==> src/stream_pkg.sv <==
package stream_pkg;

   // Signed sample value as it travels through the pipeline
   typedef logic signed [15:0] sample_t;

   // Signed fixed-point gain, the fraction width is set by FRAC_W of the scaling stage
   typedef logic signed [15:0] gain_t;

   // Full-width product of a sample and a gain, wide enough to also hold the offset sum
   typedef logic signed [31:0] prod_t;

   // Number of frames delivered at the output
   typedef logic [15:0] frame_count_t;

   // One transfer on a stream link
   typedef struct packed {
      sample_t sample;
      // High on the final sample of a frame
      logic    last;
   } beat_t;

   // States of the control FSM in pipe_ctrl
   typedef enum logic [1:0] {
      CTRL_RUN,
      CTRL_FLUSH,
      CTRL_DRAIN
   } ctrl_state_t;

endpackage

==> src/pipe_ctrl.sv <==
`timescale 1ns/1ps

// Sequences the flush, keeps the in-flight count and counts delivered frames
module pipe_ctrl (
   input  logic                     clk_i,
   input  logic                     rst_i,
   input  logic                     flush_i,
   input  logic                     in_fire_i,
   input  logic                     out_fire_i,
   input  logic                     out_last_i,
   output logic                     flush_o,
   output logic                     accept_o,
   output logic                     busy_o,
   output stream_pkg::frame_count_t frame_count_o
);

   // Two beats per skid buffer plus one in the scaling stage
   localparam int unsigned OCC_MAX = 5;
   localparam int unsigned OCC_W   = $clog2(OCC_MAX + 1);

   stream_pkg::ctrl_state_t  state_q;
   logic [OCC_W-1:0]         occ_q;
   stream_pkg::frame_count_t frames_q;

   assign flush_o       = (state_q == stream_pkg::CTRL_FLUSH);
   // Input stays closed for the flush cycle and the drain cycle after it
   assign accept_o      = (state_q == stream_pkg::CTRL_RUN);
   assign busy_o        = (occ_q != '0);
   assign frame_count_o = frames_q;

   always_ff @(posedge clk_i or posedge rst_i) begin
      if (rst_i) begin
         state_q <= stream_pkg::CTRL_RUN;
      end else begin
         case (state_q)
            stream_pkg::CTRL_RUN: begin
               if (flush_i) begin
                  state_q <= stream_pkg::CTRL_FLUSH;
               end
            end
            stream_pkg::CTRL_FLUSH: begin
               state_q <= stream_pkg::CTRL_DRAIN;
            end
            default: begin
               state_q <= stream_pkg::CTRL_RUN;
            end
         endcase
      end
   end

   // The stages are empty once the flush pulse has passed, so the count restarts at zero
   always_ff @(posedge clk_i or posedge rst_i) begin
      if (rst_i) begin
         occ_q <= '0;
      end else if (state_q != stream_pkg::CTRL_RUN) begin
         occ_q <= '0;
      end else begin
         case ({in_fire_i, out_fire_i})
            2'b10:   occ_q <= occ_q + 1'b1;
            2'b01:   occ_q <= occ_q - 1'b1;
            default: occ_q <= occ_q;
         endcase
      end
   end

   // Frames keep counting across flushes
   always_ff @(posedge clk_i or posedge rst_i) begin
      if (rst_i) begin
         frames_q <= '0;
      end else if (out_fire_i && out_last_i) begin
         frames_q <= frames_q + 1'b1;
      end
   end

endmodule

==> src/scale_stage.sv <==
`timescale 1ns/1ps

// Single register stage that applies gain, shift, offset and saturation
module scale_stage #(
   parameter int unsigned FRAC_W = 8
) (
   input  logic                clk_i,
   input  logic                rst_i,
   input  logic                flush_i,

   input  stream_pkg::gain_t   gain_i,
   input  stream_pkg::sample_t offset_i,

   input  logic                in_valid_i,
   output logic                in_ready_o,
   input  stream_pkg::beat_t   in_beat_i,

   output logic                out_valid_o,
   input  logic                out_ready_i,
   output stream_pkg::beat_t   out_beat_o
);

   // Limits of the sample range, expressed at product width
   localparam stream_pkg::prod_t SAT_MAX = 32'sd32767;
   localparam stream_pkg::prod_t SAT_MIN = -32'sd32768;

   stream_pkg::prod_t   product;
   stream_pkg::prod_t   shifted;
   stream_pkg::prod_t   biased;
   stream_pkg::sample_t saturated;
   stream_pkg::beat_t   beat_q;
   logic                valid_q;
   logic                in_fire;

   // Open when empty or when the held beat leaves this cycle
   // This is the combinational ready path the skid buffers isolate
   assign in_ready_o = ~valid_q | out_ready_i;
   assign in_fire    = in_valid_i & in_ready_o;

   assign out_valid_o = valid_q;
   assign out_beat_o  = beat_q;

   always_comb begin
      // Both operands are signed, so the product is sign extended to 32 bits
      product = in_beat_i.sample * gain_i;
      // Arithmetic shift drops the fraction bits of the gain
      shifted = product >>> FRAC_W;
      biased  = shifted + offset_i;
      // The sum cannot overflow 32 bits even with FRAC_W at 0
      if (biased > SAT_MAX) begin
         saturated = 16'sh7fff;
      end else if (biased < SAT_MIN) begin
         saturated = 16'sh8000;
      end else begin
         saturated = biased[15:0];
      end
   end

   always_ff @(posedge clk_i or posedge rst_i) begin
      if (rst_i) begin
         valid_q <= 1'b0;
      end else if (flush_i) begin
         valid_q <= 1'b0;
      end else if (in_fire) begin
         valid_q <= 1'b1;
      end else if (out_ready_i) begin
         valid_q <= 1'b0;
      end
   end

   // Result and frame marker are captured together
   always_ff @(posedge clk_i) begin
      if (in_fire) begin
         beat_q.sample <= saturated;
         beat_q.last   <= in_beat_i.last;
      end
   end

endmodule

==> src/skid_buffer.sv <==
`timescale 1ns/1ps

// Two-entry skid buffer that cuts the ready path between its neighbours
// while still moving one beat per cycle
module skid_buffer #(
   parameter int unsigned DATA_W = 17
) (
   input  logic              clk_i,
   input  logic              rst_i,
   input  logic              flush_i,

   input  logic              in_valid_i,
   output logic              in_ready_o,
   input  logic [DATA_W-1:0] in_data_i,

   output logic              out_valid_o,
   input  logic              out_ready_i,
   output logic [DATA_W-1:0] out_data_o
);

   // EXTRA means both registers hold a beat and the main one is on the output
   typedef enum logic [1:0] {
      SKID_EMPTY,
      SKID_DATA,
      SKID_EXTRA
   } skid_state_t;

   skid_state_t       state_q;
   skid_state_t       state_d;
   logic [DATA_W-1:0] main_q;
   logic [DATA_W-1:0] extra_q;
   logic              in_fire;
   logic              out_fire;
   logic              load_main;
   logic              load_extra;
   logic              main_from_extra;

   // Both handshake outputs come straight from the state register
   assign in_ready_o  = (state_q != SKID_EXTRA);
   assign out_valid_o = (state_q != SKID_EMPTY);
   assign out_data_o  = main_q;

   assign in_fire  = in_valid_i & in_ready_o;
   assign out_fire = out_valid_o & out_ready_i;

   always_comb begin
      state_d         = state_q;
      load_main       = 1'b0;
      load_extra      = 1'b0;
      main_from_extra = 1'b0;
      case (state_q)
         SKID_EMPTY: begin
            // Nothing is on the output, so only an input transfer can happen
            if (in_fire) begin
               state_d   = SKID_DATA;
               load_main = 1'b1;
            end
         end
         SKID_DATA: begin
            case ({in_fire, out_fire})
               2'b01: begin
                  state_d = SKID_EMPTY;
               end
               2'b10: begin
                  // The output stalled one cycle too late, park the new beat
                  state_d    = SKID_EXTRA;
                  load_extra = 1'b1;
               end
               2'b11: begin
                  load_main = 1'b1;
               end
               default: begin
                  state_d = SKID_DATA;
               end
            endcase
         end
         SKID_EXTRA: begin
            // Input is closed here and the parked beat moves up once the output drains
            if (out_fire) begin
               state_d         = SKID_DATA;
               main_from_extra = 1'b1;
            end
         end
         default: begin
            state_d = SKID_EMPTY;
         end
      endcase
   end

   always_ff @(posedge clk_i or posedge rst_i) begin
      if (rst_i) begin
         state_q <= SKID_EMPTY;
      end else if (flush_i) begin
         state_q <= SKID_EMPTY;
      end else begin
         state_q <= state_d;
      end
   end

   // Payload registers are only qualified by the state
   always_ff @(posedge clk_i) begin
      if (load_main) begin
         main_q <= in_data_i;
      end else if (main_from_extra) begin
         main_q <= extra_q;
      end
      if (load_extra) begin
         extra_q <= in_data_i;
      end
   end

endmodule

==> src/stream_pipe_top.sv <==
`timescale 1ns/1ps

// Sample scaler pipeline: skid buffer, scaling stage, skid buffer and control
module stream_pipe_top #(
   parameter int unsigned FRAC_W = 8
) (
   input  logic                     clk_i,
   input  logic                     rst_i,
   input  logic                     flush_i,

   input  stream_pkg::gain_t        gain_i,
   input  stream_pkg::sample_t      offset_i,

   input  logic                     in_valid_i,
   output logic                     in_ready_o,
   input  stream_pkg::beat_t        in_beat_i,

   output logic                     out_valid_o,
   input  logic                     out_ready_i,
   output stream_pkg::beat_t        out_beat_o,

   output logic                     busy_o,
   output stream_pkg::frame_count_t frame_count_o
);

   localparam int unsigned BEAT_W = $bits(stream_pkg::beat_t);

   logic              flush;
   logic              accept;
   logic              skid_in_ready;
   logic              mid_valid;
   logic              mid_ready;
   stream_pkg::beat_t mid_beat;
   logic              scaled_valid;
   logic              scaled_ready;
   stream_pkg::beat_t scaled_beat;

   // The control gate is registered, so the input ready stays free of downstream paths
   assign in_ready_o = skid_in_ready & accept;

   skid_buffer #(
      .DATA_W (BEAT_W)
   ) u_skid_in (
      .clk_i       (clk_i),
      .rst_i       (rst_i),
      .flush_i     (flush),
      .in_valid_i  (in_valid_i & accept),
      .in_ready_o  (skid_in_ready),
      .in_data_i   (in_beat_i),
      .out_valid_o (mid_valid),
      .out_ready_i (mid_ready),
      .out_data_o  (mid_beat)
   );

   scale_stage #(
      .FRAC_W (FRAC_W)
   ) u_scale (
      .clk_i       (clk_i),
      .rst_i       (rst_i),
      .flush_i     (flush),
      .gain_i      (gain_i),
      .offset_i    (offset_i),
      .in_valid_i  (mid_valid),
      .in_ready_o  (mid_ready),
      .in_beat_i   (mid_beat),
      .out_valid_o (scaled_valid),
      .out_ready_i (scaled_ready),
      .out_beat_o  (scaled_beat)
   );

   skid_buffer #(
      .DATA_W (BEAT_W)
   ) u_skid_out (
      .clk_i       (clk_i),
      .rst_i       (rst_i),
      .flush_i     (flush),
      .in_valid_i  (scaled_valid),
      .in_ready_o  (scaled_ready),
      .in_data_i   (scaled_beat),
      .out_valid_o (out_valid_o),
      .out_ready_i (out_ready_i),
      .out_data_o  (out_beat_o)
   );

   // Control only watches the transfers at the pipeline boundary
   pipe_ctrl u_ctrl (
      .clk_i         (clk_i),
      .rst_i         (rst_i),
      .flush_i       (flush_i),
      .in_fire_i     (in_valid_i & in_ready_o),
      .out_fire_i    (out_valid_o & out_ready_i),
      .out_last_i    (out_beat_o.last),
      .flush_o       (flush),
      .accept_o      (accept),
      .busy_o        (busy_o),
      .frame_count_o (frame_count_o)
   );

endmodule

==> config.mk <==
export PLATFORM = sky130hd
export DESIGN_NAME = stream_pipe_top
export DESIGN_NICKNAME = d
export VERILOG_FILES = /design/src/stream_pkg.sv /design/src/pipe_ctrl.sv /design/src/scale_stage.sv /design/src/skid_buffer.sv /design/src/stream_pipe_top.sv
export SDC_FILE = /design/constraint.sdc
export NUM_CORES = 1
export LEC_CHECK = 0
export BUFFER_PORTS_ARGS = -buffer_cell sky130_fd_sc_hd__clkbuf_2
export CAP_MARGIN = 10
export CORE_AREA = 3 3 182 184
export CTS_CLUSTER_SIZE = 14
export DETAILED_ROUTE_END_ITERATION = 6
export DIE_AREA = 0 0 185 187
export GPL_TIMING_DRIVEN = 0
export PLACE_DENSITY = 0.77
export SYNTH_ARGS = -nofsm -noshare
export SYNTH_HDL_FRONTEND = slang
export SYNTH_HIERARCHICAL = 1
export SYNTH_SLANG_ARGS = --single-unit
==> constraint.sdc <==
create_clock -name clk_i -period 11.2 [get_ports clk_i]
set_clock_uncertainty 0.1 [all_clocks]
set_input_delay 1.12 -clock clk_i [delete_from_list [all_inputs] [get_ports clk_i]]
set_output_delay 1.12 -clock clk_i [all_outputs]
set_load 0.02 [all_outputs]
# Yosys cells after proc, flatten, opt, wreduce, memory -nomap -nowiden
# Cells that the tools add are included.
[classes]
addsub = 4
mul = 1
div = 0
n_lt_le_gt_ge = 2
eq_ne = 22
n_shift = 0
n_mux = 36
bitwise = 9
n_reduce_logical = 14
[ops]
columns = ["op", "count"]
rows = [
  ["2-to-1 mux 17 bit", 4],
  ["> comparator 32 x 16 -> 1 bit, second input constant", 1],
  ["less-than comparator 32 x 16 -> 1 bit, second input constant", 1],
  ["multiplier 16 x 16 -> 32 bit", 1],
  ["adder 24 x 16 -> 25 bit", 1],
  ["one-hot mux 2 bit (3 select lines)", 4],
  ["adder 16 x 1 -> 16 bit, second input constant", 1],
  ["2-to-1 mux 16 bit", 1],
  ["2-to-1 mux 1 bit", 15],
  ["== test 2 bit, second input constant", 7],
  ["2-to-1 mux 2 bit", 7],
  ["== test 2 x 1 -> 1 bit, second input constant", 6],
  ["inequality test 3 x 2 -> 1 bit, second input constant", 4],
  ["nonzero test 2 bit", 5],
  ["nonzero test 3 bit", 3],
  ["AND 1 bit", 7],
  ["logical NOT 2 bit", 3],
  ["inequality test 2 bit, second input constant", 3],
  ["inequality test 3 bit, second input constant", 2],
  ["one-hot mux 3 bit (2 select lines)", 1],
  ["AND reduction 3 bit", 2],
  ["one-hot mux 1 bit (2 select lines)", 2],
  ["one-hot mux 2 bit (2 select lines)", 1],
  ["adder 3 x 1 -> 3 bit, second input constant", 1],
  ["other kinds (5)", 5],
]
[totals]
reg_bits = 111
latchBits = 0
mem_bits_rw = 0
romBits = 0
input_bits = 54
memories = 0

# Depth between registers and ports, before layout
# Gate-level depths: netlist of run 1.
[logic_depth]
depth_word = 7
mapped_depth = 35
ltp_nobuf = 33

# Cells and area by module
# Netlist of run 1, hierarchy kept.
[by_module_without_submodules]
columns = ["module", "n_inst", "cells_each", "area_per_inst_um2", "seq_area_each_um2"]
rows = [
  ["scale_stage", 1, 1273, 11512.3, 535.5],
  ["skid_buffer", 2, 69, 1427.6, 1071.0],
  ["pipe_ctrl", 1, 79, 959.7, 525.5],
  ["stream_pipe_top", 1, 4, 25.0, 0.0],
]

# Worst setup path before layout of run 1
# Ideal clock, no wire load.
[synth_path]
path_kind = "input port to flip-flop"
from = "input gain_i[1]"
to = "register u_scale.beat_q (netlist bit u_scale/out_beat_o[6]) (data pin)"
arrival_ns = 8.610
t_required_ns = 10.828
slack_ns = 2.219
path_stages = 32
path_buffers = 2
cell_sequence = "clkbuf_1 nand2_1 fa_1 fa_1 fa_1 inv_1 fa_1 fa_1 inv_1 fa_1 inv_1 ha_1 a21o_1 a21o_1 a221o_1 a21oi_1 a21oi_1 o22a_1 a21o_1 a21oi_1 xnor2_1 ha_1 a21o_1 a21o_1 a21oi_1 o21ai_0 or3_4 a211oi_2 nand4_1 o41ai_4 buf_6 o21ai_0"
[synth_between]
elab_chain_cells = 4
[synth_lines]
columns = ["element", "line", "text"]
rows = [
  ["from (decl)", "stream_pipe_top.sv:11", "input stream_pkg::gain_t gain_i,"],
  ["multiplier 16 x 16 -> 32 bit *", "scale_stage.sv:45", "product = in_beat_i.sample * gain_i;"],
  ["adder 24 x 16 -> 25 bit *", "scale_stage.sv:48", "biased = shifted + offset_i;"],
  ["less-than comparator 32 x 16 -> 1 bit", "scale_stage.sv:52", "end else if (biased < SAT_MIN) begin"],
  ["2-to-1 mux 16 bit", "scale_stage.sv:52", ""],
  ["to (decl)", "scale_stage.sv:31", "stream_pkg::beat_t beat_q;"],
]
# Mark *: on every way between the ends. The rest lies on a longest branch, timed or not.
# A chain may end at the register's enable or synchronous reset.

# Final worst setup path of run 1
[layout_path]
from = "input gain_i[9]"
to = "register u_scale.beat_q (netlist bit u_scale/out_beat_o[11]) (data pin)"
# Same word-level chain as after synthesis.

==> results of run 1 <==
==> worst paths after layout <==
| check | startpoint | endpoint | slack [ns] | cells after the start |
|---|---|---|---|---|
| setup reg to reg | u_skid_in/out_data_o[8]$_DFFE_PP_ | u_scale/out_beat_o[11]$_SDFFCE_PN1P_ | 1.08 | 30 |
| hold / removal | u_skid_in/out_data_o[0]$_DFFE_PP_ | u_scale/out_beat_o[0]$_DFFE_PP_ | 0.33 | 0 |
| setup / recovery | gain_i[9] | u_scale/out_beat_o[11]$_SDFFCE_PN1P_ | 0.80 | 31 |
| max in group asynchronous | rst_i | u_ctrl/occ_q[2]$_DFFE_PP0P_ | 9.67 | 2 |
| hold reg to reg | u_skid_in/out_data_o[0]$_DFFE_PP_ | u_scale/out_beat_o[0]$_DFFE_PP_ | 0.33 | 0 |
| min in group asynchronous | rst_i | u_scale/out_valid_o$_DFFE_PP0P_ | 0.53 | 2 |
==> metrics by stage <==
stage / setup WS [ns] / instance area [um2] / hold WS [ns] / std cells
final: 0.799 / 16700 / 0.333 / 2003
after global routing: 0.156 / 16700 / 0.352 / 2003
after CTS: 0.806 / 16700 / 0.334 / 2003
after detailed placement: 0.491 / 16300 / 0.317 / 1987
after global placement: 0.735 / 16300 / 0.309 / 1985
after floorplan: 2.22 / 15400 / 0.300 / 1494
==> area by class of cell <==
class | count | area, um2
tap | 402 | 503
fill | 2731 | 14900
buffer | 38 | 185
clock inverter | 5 | 53.8
multi-input combinational | 1013 | 10700
timing repair buffer | 91 | 468
sequential | 111 | 3200
inverter | 332 | 1250
clock buffer | 11 | 275
==> cells by family (layout without fill, tap and decap cells) <==
| logic type | count (synthesis) | count (layout) | share of synthesized area, % |
|---|---|---|---|
| buffers and inverters | 370 | 477 | 9.32 |
| multiplexers | 38 | 38 | 3.21 |
| AO/OA/AOI/OAI | 135 | 135 | 5.92 |
| adder cells (fa/ha/maj) | 371 | 371 | 43.1 |
| flip-flops | 111 | 111 | 20.9 |
| XOR/XNOR | 67 | 67 | 3.82 |
| AND/OR/NAND/NOR | 402 | 402 | 13.8 |
==> critical path, delay by kind of cell <==
| family | cells | cell delay [ns] |
|---|---|---|
| xor gates and xnor gates | 1 | 0.28 |
| AOI/OAI and AO/OA | 7 | 2.56 |
| and+or+nand+nor | 7 | 1.43 |
| buffers and inverters | 8 | 1.34 |
| adders and majority gates | 8 | 3.69 |
==> registers in the layout, indices dropped and copies added, names as in the netlist <==
| signal | flops |
|---|---|
| u_skid_out/extra_q | 17 |
| u_scale/out_valid_o | 1 |
| u_skid_out/state_q | 2 |
| u_scale/out_beat_o | 17 |
| u_skid_out/out_data_o | 17 |
| u_skid_in/extra_q | 17 |
| u_ctrl/state_q | 2 |
| u_skid_in/out_data_o | 17 |
| u_ctrl/occ_q | 3 |
| u_ctrl/frame_count_o | 16 |
| u_skid_in/state_q | 2 |
==> cells in the mapped netlist, drive strengths merged, types with 4 or more instances <==
library cell  number  area, um2
nand3             14       75.1
nand4             10       75.1
clkbuf            34        129
nand2b            14        103
a211oi             7       62.6
inv              332       1250
nand2            147        567
or2b               4       30.0
edfxtp            85       2550
xor2              25        219
fa               263       5270
mux2              36        473
o211ai             6       50.1
a21oi             43        223
and3               9       56.3
o21bai             4       30.0
o21ai             30        150
dfrtp             26        651
and2             127        795
nor2b              9       71.3
nor3              12       71.3
or2                4       25.0
a21o              20        154
ha               108       1350
xnor2             42        368
nor2              41        156
buf                4       56.3
==> metal layers <==
| layer | up-vias | track usage [%] |
|---|---|---|
| li1 | 4844 | - |
| met1 | 5388 | 28.2 |
| met2 | 397 | 37.5 |
| met3 | 62 | 2.55 |
| met4 | 0 | 5.28 |
| met5 | - | 0 |
==> impl_metrics.yaml, run 1 <==
outcome:
  outcome: "complete, but fails checks"
  violations: "design-rule violations"
clocking:
  cts_hold_buf: 0
  clk_pin_slew_ns: 0.07
  cts_tree: "done"
  clk_path_buf_depth: 2
  cts_resized: 0
  cts_buffers: 9
  cts_max_level: 3
  cts_root_buf: "clkbuf_16"
  post-cts-setup-buffer-count: 0
  clock_sinks: 111
  clk_latency_ns: 0.34
floorplan:
  chipHeight_um: 187
  initial_core_util_pct: 48.7
  io_pins: 90
  core_mm2: 0.0316
  die_x_um: 185
  die_area_mm2: 0.0346
  rows: 65
critical_path:
  end_kind: "register"
  critPathMaxFanout: 10
  start_kind: "input port"
  critPathRequiredTime_ns: 11.27
  critPathArrivalTime_ns: 10.47
  crit_slowest_cell: "clkbuf_1"
  slowest_delay_ns: 0.57
  cpMostUsedCell: "fa_1"
  path_class: "in -> reg"
global_routing:
  grt_usage_pct: 21.4
  first_global_vias: 11600
  globalRouteOverflowTotal: 0
  grt_max_degree: 22
  antenna_found_initial: 0
  grt_pass1_wl_um: 58900
timing:
  rsz0062_at_grt: "false"
  drv_slew: 0
  finalHoldViolations: 0
  finalCriticalPeriod_ns: 10.40
  min_period_over_period_pct: 92.9
  setup_tns_ns: 0
  clock.fmax_ghz: 0.0961
  setup_viol: 0
  tightest_slew_ns: 0.862
  max-slew-margin-rel_pct: 42.5
synth:
  yosys_warnings: 6
  synth.distinct_cells: 68
  yosys_most_used_dff: "edfxtp_1"
  synth_edf_count: 85
  postSynthCellCount: 1494
  avgSynthCellArea_um2: 10.3
  synth.net_count: 1919
  synth_area_mm2: 0.0154
  ys_seq_area_share_pct: 20.9
  synth_seq_cells: 111
  async_flop_share_pct: 23.4
layout:
  drive_gt1_share_pct: 10.9
  mostFrequentLayoutCells: "332 x inv_1, 263 x fa_1, 145 x nand2_1"
  fin_util_pct: 52.8
  layout_commonest_cell: "inv_1"
  diodes: 0
  synthToLayoutAreaGrowth_pct: 8.48
  fin_nets: 2021
routing:
  routed_via_density: 5.34
  vias: 10700
  wl_met1_um: 14300
  top_layer_used: "met4"
  drc: 2
  firstDrtPassIters: 7
  wl_per_cell_um: 17.8
  ant_nets: 0
  wl_met3_um: 2050
  wl_um: 35600
  dr.first_iter.drc_count: 684
  route.met2.wl_um: 18500
hold_path:
  hold_path.class: "reg -> reg"
place:
  gp_congestion: 0.924
  dp_hpwl_um: 29900
  io_buffer_count: 89
flow_run:
  drv_cap: 0
Power of run 1 is not shown: default switching activity piles up to over one toggle a cycle in this logic, so the estimate is an artifact.
==> run 2, diff against run 1 <==
--- a/config.mk
+++ b/config.mk
@@ -7,12 +7,12 @@
 export LEC_CHECK = 0
 export BUFFER_PORTS_ARGS = -buffer_cell sky130_fd_sc_hd__clkbuf_2
 export CAP_MARGIN = 10
-export CORE_AREA = 3 3 182 184
+export CORE_AREA = 3 3 164 166
 export CTS_CLUSTER_SIZE = 14
 export DETAILED_ROUTE_END_ITERATION = 6
-export DIE_AREA = 0 0 185 187
+export DIE_AREA = 0 0 167 169
 export GPL_TIMING_DRIVEN = 0
-export PLACE_DENSITY = 0.77
+export PLACE_DENSITY = 0.9
 export SYNTH_ARGS = -nofsm -noshare
 export SYNTH_HDL_FRONTEND = slang
 export SYNTH_HIERARCHICAL = 1
==> run 2 against run 1 <==
Compared with the run above:
- the run now ends clean
- critical path type unchanged
- highest routed layer unchanged
- via count increased by 3.2%
- core utilization rose by 11 points
- flip-flop and latch count is the same
- critical path depth unchanged
==> impl_metrics.yaml, run 2 (synthesized netlist as in run 1, its figures left out) <==
routing:
  firstDrtPassIters: 5
  wl_per_cell_um: 18.8
  dr.first_iter.drc_count: 838
  ant_nets: 0
  routed_via_density: 5.70
  vias: 11000
  drc: 0
  wl_um: 36500
layout:
  mostFrequentLayoutCells: "332 x inv_1, 263 x fa_1, 145 x nand2_1"
  drive_gt1_share_pct: 10.8
  synthToLayoutAreaGrowth_pct: 7.78
  layout_commonest_cell: "inv_1"
  fin_nets: 2020
critical_path:
  cpMostUsedCell: "fa_1"
  critPathRequiredTime_ns: 11.28
  start_kind: "input port"
  path_class: "in -> reg"
  crit_slowest_cell: "a311oi_1"
  critPathArrivalTime_ns: 10.44
  end_kind: "register"
  critPathMaxFanout: 10
  slowest_delay_ns: 0.59
place:
  io_buffer_count: 89
  dp_hpwl_um: 30200
  gp_congestion: 0.941
clocking:
  cts_tree: "done"
  cts_hold_buf: 0
  clock_sinks: 111
  cts_resized: 0
  clk_pin_slew_ns: 0.07
  clk_path_buf_depth: 2
  clk_latency_ns: 0.36
  cts_buffers: 9
  cts_root_buf: "clkbuf_16"
  post-cts-setup-buffer-count: 0
  cts_max_level: 3
timing:
  clock.fmax_ghz: 0.0965
  rsz0062_at_grt: "false"
  setup_viol: 0
  drv_slew: 0
  setup_tns_ns: 0
  finalCriticalPeriod_ns: 10.36
  max-slew-margin-rel_pct: 30.2
  tightest_slew_ns: 1.05
  finalHoldViolations: 0
  min_period_over_period_pct: 92.5
floorplan:
  chipHeight_um: 169
  io_pins: 90
  rows: 59
  initial_core_util_pct: 59.6
  core_mm2: 0.0258
  die_x_um: 167
  die_area_mm2: 0.0282
hold_path:
  hold_path.class: "reg -> reg"
global_routing:
  first_global_vias: 12100
  antenna_found_initial: 2
  globalRouteOverflowTotal: 0
  grt_usage_pct: 26.8
  grt_pass1_wl_um: 60200
  grt_max_degree: 22
outcome:
  outcome: "finished, final reports clean"
flow_run:
  drv_cap: 0
run 2: cell count changes in the layout (fill, tap and decap cells not counted):
cell / delta
buf_8: -1
clkinvlp_4: +1
clkbuf_16: -2
clkinv_4: -2
clkinvlp_2: +1
bufinv_16: +1
diode_2: +2
inv_8: +1
run 2: final cells by class:
class | instances | area (um2)
inverter | 332 | 1250
clock buffer | 9 | 225
fill | 1891 | 9220
timing repair buffer | 90 | 453
multi-input combinational | 1013 | 10700
antenna | 2 | 5.00
tap | 335 | 419
sequential | 111 | 3200
clock inverter | 7 | 90.1
buffer | 38 | 185
run 2: path summary, 6_finish.rpt:
path	to	depth (start not counted)	start	slack, ns
setup / recovery	u_scale/out_beat_o[9]$_SDFFCE_PN1P_	31	gain_i[9]	0.84
max in group asynchronous	u_ctrl/state_q[0]$_DFFE_PP0P_	2	rst_i	9.66
min in group asynchronous	u_scale/out_valid_o$_DFFE_PP0P_	2	rst_i	0.53
hold / removal	u_scale/out_beat_o[0]$_DFFE_PP_	0	u_skid_in/out_data_o[0]$_DFFE_PP_	0.32
setup reg to reg	u_scale/out_beat_o[9]$_SDFFCE_PN1P_	30	u_skid_in/out_data_o[8]$_DFFE_PP_	1.15
hold reg to reg	u_scale/out_beat_o[0]$_DFFE_PP_	0	u_skid_in/out_data_o[0]$_DFFE_PP_	0.32
run 2: critical path: cells and delay by family:
family | cells | cell delay [ns]
AOI/OAI and AO/OA | 7 | 2.59
adders and majority gates | 8 | 3.72
buffers and inverters | 8 | 1.31
and+or+nand+nor | 7 | 1.39
xor gates and xnor gates | 1 | 0.28
run 2: routing by layer:
layer	up-vias	GRT usage, %	wire length, um
met1	5549	32.6	13300
met3	128	4.55	2490
li1	4841	-	-
met4	0	11.8	1650
met5	-	0	0
met2	519	47.3	19000
run 2: stage by stage:
stage	hold WS, ns	utilization [%]	cells	cell area [um2]	setup slack, ns
after floorplan	0.300	-	1494	15400	2.22
after global placement	0.313	62.9	1918	16200	1.02
after detailed placement	0.306	63.0	1919	16200	0.724
after CTS	0.324	64.2	1935	16500	0.980
after global routing	0.333	64.2	1937	16500	0.320
final	0.323	64.2	1937	16500	0.839
Power of run 2 is left out for the same reason.
==> run 3, diff against run 2 <==
--- a/config.mk
+++ b/config.mk
@@ -13,7 +13,9 @@
 export DIE_AREA = 0 0 167 169
 export GPL_TIMING_DRIVEN = 0
 export PLACE_DENSITY = 0.9
+export REMOVE_ABC_BUFFERS = 1
 export SYNTH_ARGS = -nofsm -noshare
 export SYNTH_HDL_FRONTEND = slang
 export SYNTH_HIERARCHICAL = 1
 export SYNTH_SLANG_ARGS = --single-unit
+export TNS_END_PERCENT = 30
==> run 3 against run 2 <==
Compared with the run above:
- register-to-register slack better by 0.30 ns
- setup slack improved by 0.41 ns
- non-clock buffer count shrank 37
- design area decreased by 1.1%
- sequential share of layout area increased by 0.21 points
- maximum frequency rose by 4.1%
- via count down 2.3%
- flip-flop and latch count unchanged
- critical path depth down 1
- count of clock-buffer cells in the layout did not move
- final cell count shrank 2.0%
- largest cell class unchanged
==> impl_metrics.yaml, run 3 (synthesized netlist as in run 1, its figures left out) <==
critical_path:
  cpMostUsedCell: "fa_1"
  crit_slowest_cell: "a41oi_1"
  end_kind: "register"
  rrSetupSlack_ns: 1.45
  r2r-start: "u_skid_in/out_data_o[7]$_DFFE_PP_"
  reg2reg_depth: 30
  path_class: "in -> reg"
  critPathArrivalTime_ns: 9.91
  critPathRequiredTime_ns: 11.16
  r2r-end: "u_scale/out_beat_o[3]$_SDFFCE_PN1P_"
  start_kind: "input port"
  critPathMaxFanout: 16
  slowest_delay_ns: 0.90
clocking:
  post-cts-setup-buffer-count: 0
  clk_latency_ns: 0.36
  cts_max_level: 3
  cts_tree: "done"
  cts_root_buf: "clkbuf_16"
  cts_buffers: 9
  clk_path_buf_depth: 2
  clk_pin_slew_ns: 0.08
  clock_sinks: 111
  cts_resized: 0
  cts_hold_buf: 0
timing:
  tightest_slew_ns: 1.11
  clock.fmax_ghz: 0.100
  finalHoldViolations: 0
  setup_tns_ns: 0
  setup_viol: 0
  max-slew-margin-rel_pct: 25.0
  setup_ws_ns: 1.24
  finalCriticalPeriod_ns: 9.96
  rsz0062_at_grt: "false"
  holdWs_ns: 0.366
  drv_slew: 0
  min_period_over_period_pct: 88.9
layout:
  n_fill_cell: 1897
  fin_nets: 1983
  drive_gt1_share_pct: 10.7
  synthToLayoutAreaGrowth_pct: 6.62
  layout_commonest_cell: "inv_1"
  mostFrequentLayoutCells: "332 x inv_1, 263 x fa_1, 145 x nand2_1"
  postLayoutCellArea_mm2: 0.0164
routing:
  wl_per_cell_um: 18.0
  wl_um: 34100
  routed_via_density: 5.68
  dr.first_iter.drc_count: 716
  ant_nets: 0
  drc: 0
  vias: 10800
  firstDrtPassIters: 5
hold_path:
  hold_end: "u_skid_out/extra_q[5]$_DFFE_PP_"
  holdPathStages: 0
  hold_path.class: "reg -> reg"
  hold_start: "u_scale/out_beat_o[5]$_SDFFCE_PN1P_"
global_routing:
  grt_usage_pct: 24.8
  grt_pass1_wl_um: 56900
  globalRouteOverflowTotal: 0
  antenna_found_initial: 1
  grt_max_degree: 24
  first_global_vias: 12000
floorplan:
  io_pins: 90
  rows: 59
  initial_core_util_pct: 59.6
  chipHeight_um: 169
  die_area_mm2: 0.0282
  core_mm2: 0.0258
  die_x_um: 167
place:
  dpl_worst_slack_ns: 1.14
  dp_hpwl_um: 26900
  placed_area_mm2: 0.0161
  io_buffer_count: 89
  gp_congestion: 0.878
outcome:
  outcome: "finished, final reports clean"
flow_run:
  drv_cap: 0
-- run 3: cell types whose count changed in the layout (fill, tap and decap cells not counted), sizes merged --
cell	before	now
clkinvlp	2	0
bufinv	1	0
clkbuf	132	98
diode	2	1
inv	335	338
buf	5	2
-- run 3: layer usage --
layer | GRT usage (%) | share of wire, %
met5 | 0 | 0
met4 | 10.7 | 3.8
met3 | 3.78 | 5.3
met2 | 45.6 | 54
met1 | 29.0 | 37
-- run 3: cell type report --
type | count | area, um2 | share of cell area, %
antenna | 1 | 2.50 | 0.0153
multi-input combinational | 1013 | 10700 | 65.5
tap | 335 | 419 | 2.56
inverter | 332 | 1250 | 7.61
timing repair buffer | 91 | 468 | 2.86
clock buffer | 9 | 225 | 1.38
sequential | 111 | 3200 | 19.6
clock inverter | 7 | 86.3 | 0.527
-- run 3: metrics by stage --
step	cells	util, %
after CTS	1898	63.5
after global routing	1899	63.5
after detailed placement	1882	62.3
final	1899	63.5
after global placement	1880	62.2
after floorplan	1456	-
-- run 3: worst max-delay path by stage --
stage	slack, ns	startpoint	endpoint	depth (start not counted)
after floorplan	2.40	gain_i[4]	u_scale/out_beat_o[10]$_SDFFCE_PN1P_	31
after global placement	1.35	gain_i[10]	u_scale/out_beat_o[5]$_SDFFCE_PN1P_	32
after detailed placement	1.14	gain_i[10]	u_scale/out_beat_o[5]$_SDFFCE_PN1P_	31
after CTS	1.37	gain_i[4]	u_scale/out_beat_o[3]$_SDFFCE_PN1P_	31
after global routing	0.82	gain_i[2]	u_scale/out_beat_o[3]$_SDFFCE_PN1P_	30
final	1.24	gain_i[2]	u_scale/out_beat_o[3]$_SDFFCE_PN1P_	30
-- run 3: worst max-delay path: cells and delay by family --
family                     cells  cell delay (ns)
adders and majority gates      8             3.73
and+or+nand+nor                2             0.29
AOI/OAI and AO/OA             15             4.04
xor gates and xnor gates       1             0.17
buffers and inverters          4             0.56
Power of run 3 is left out for the same reason.
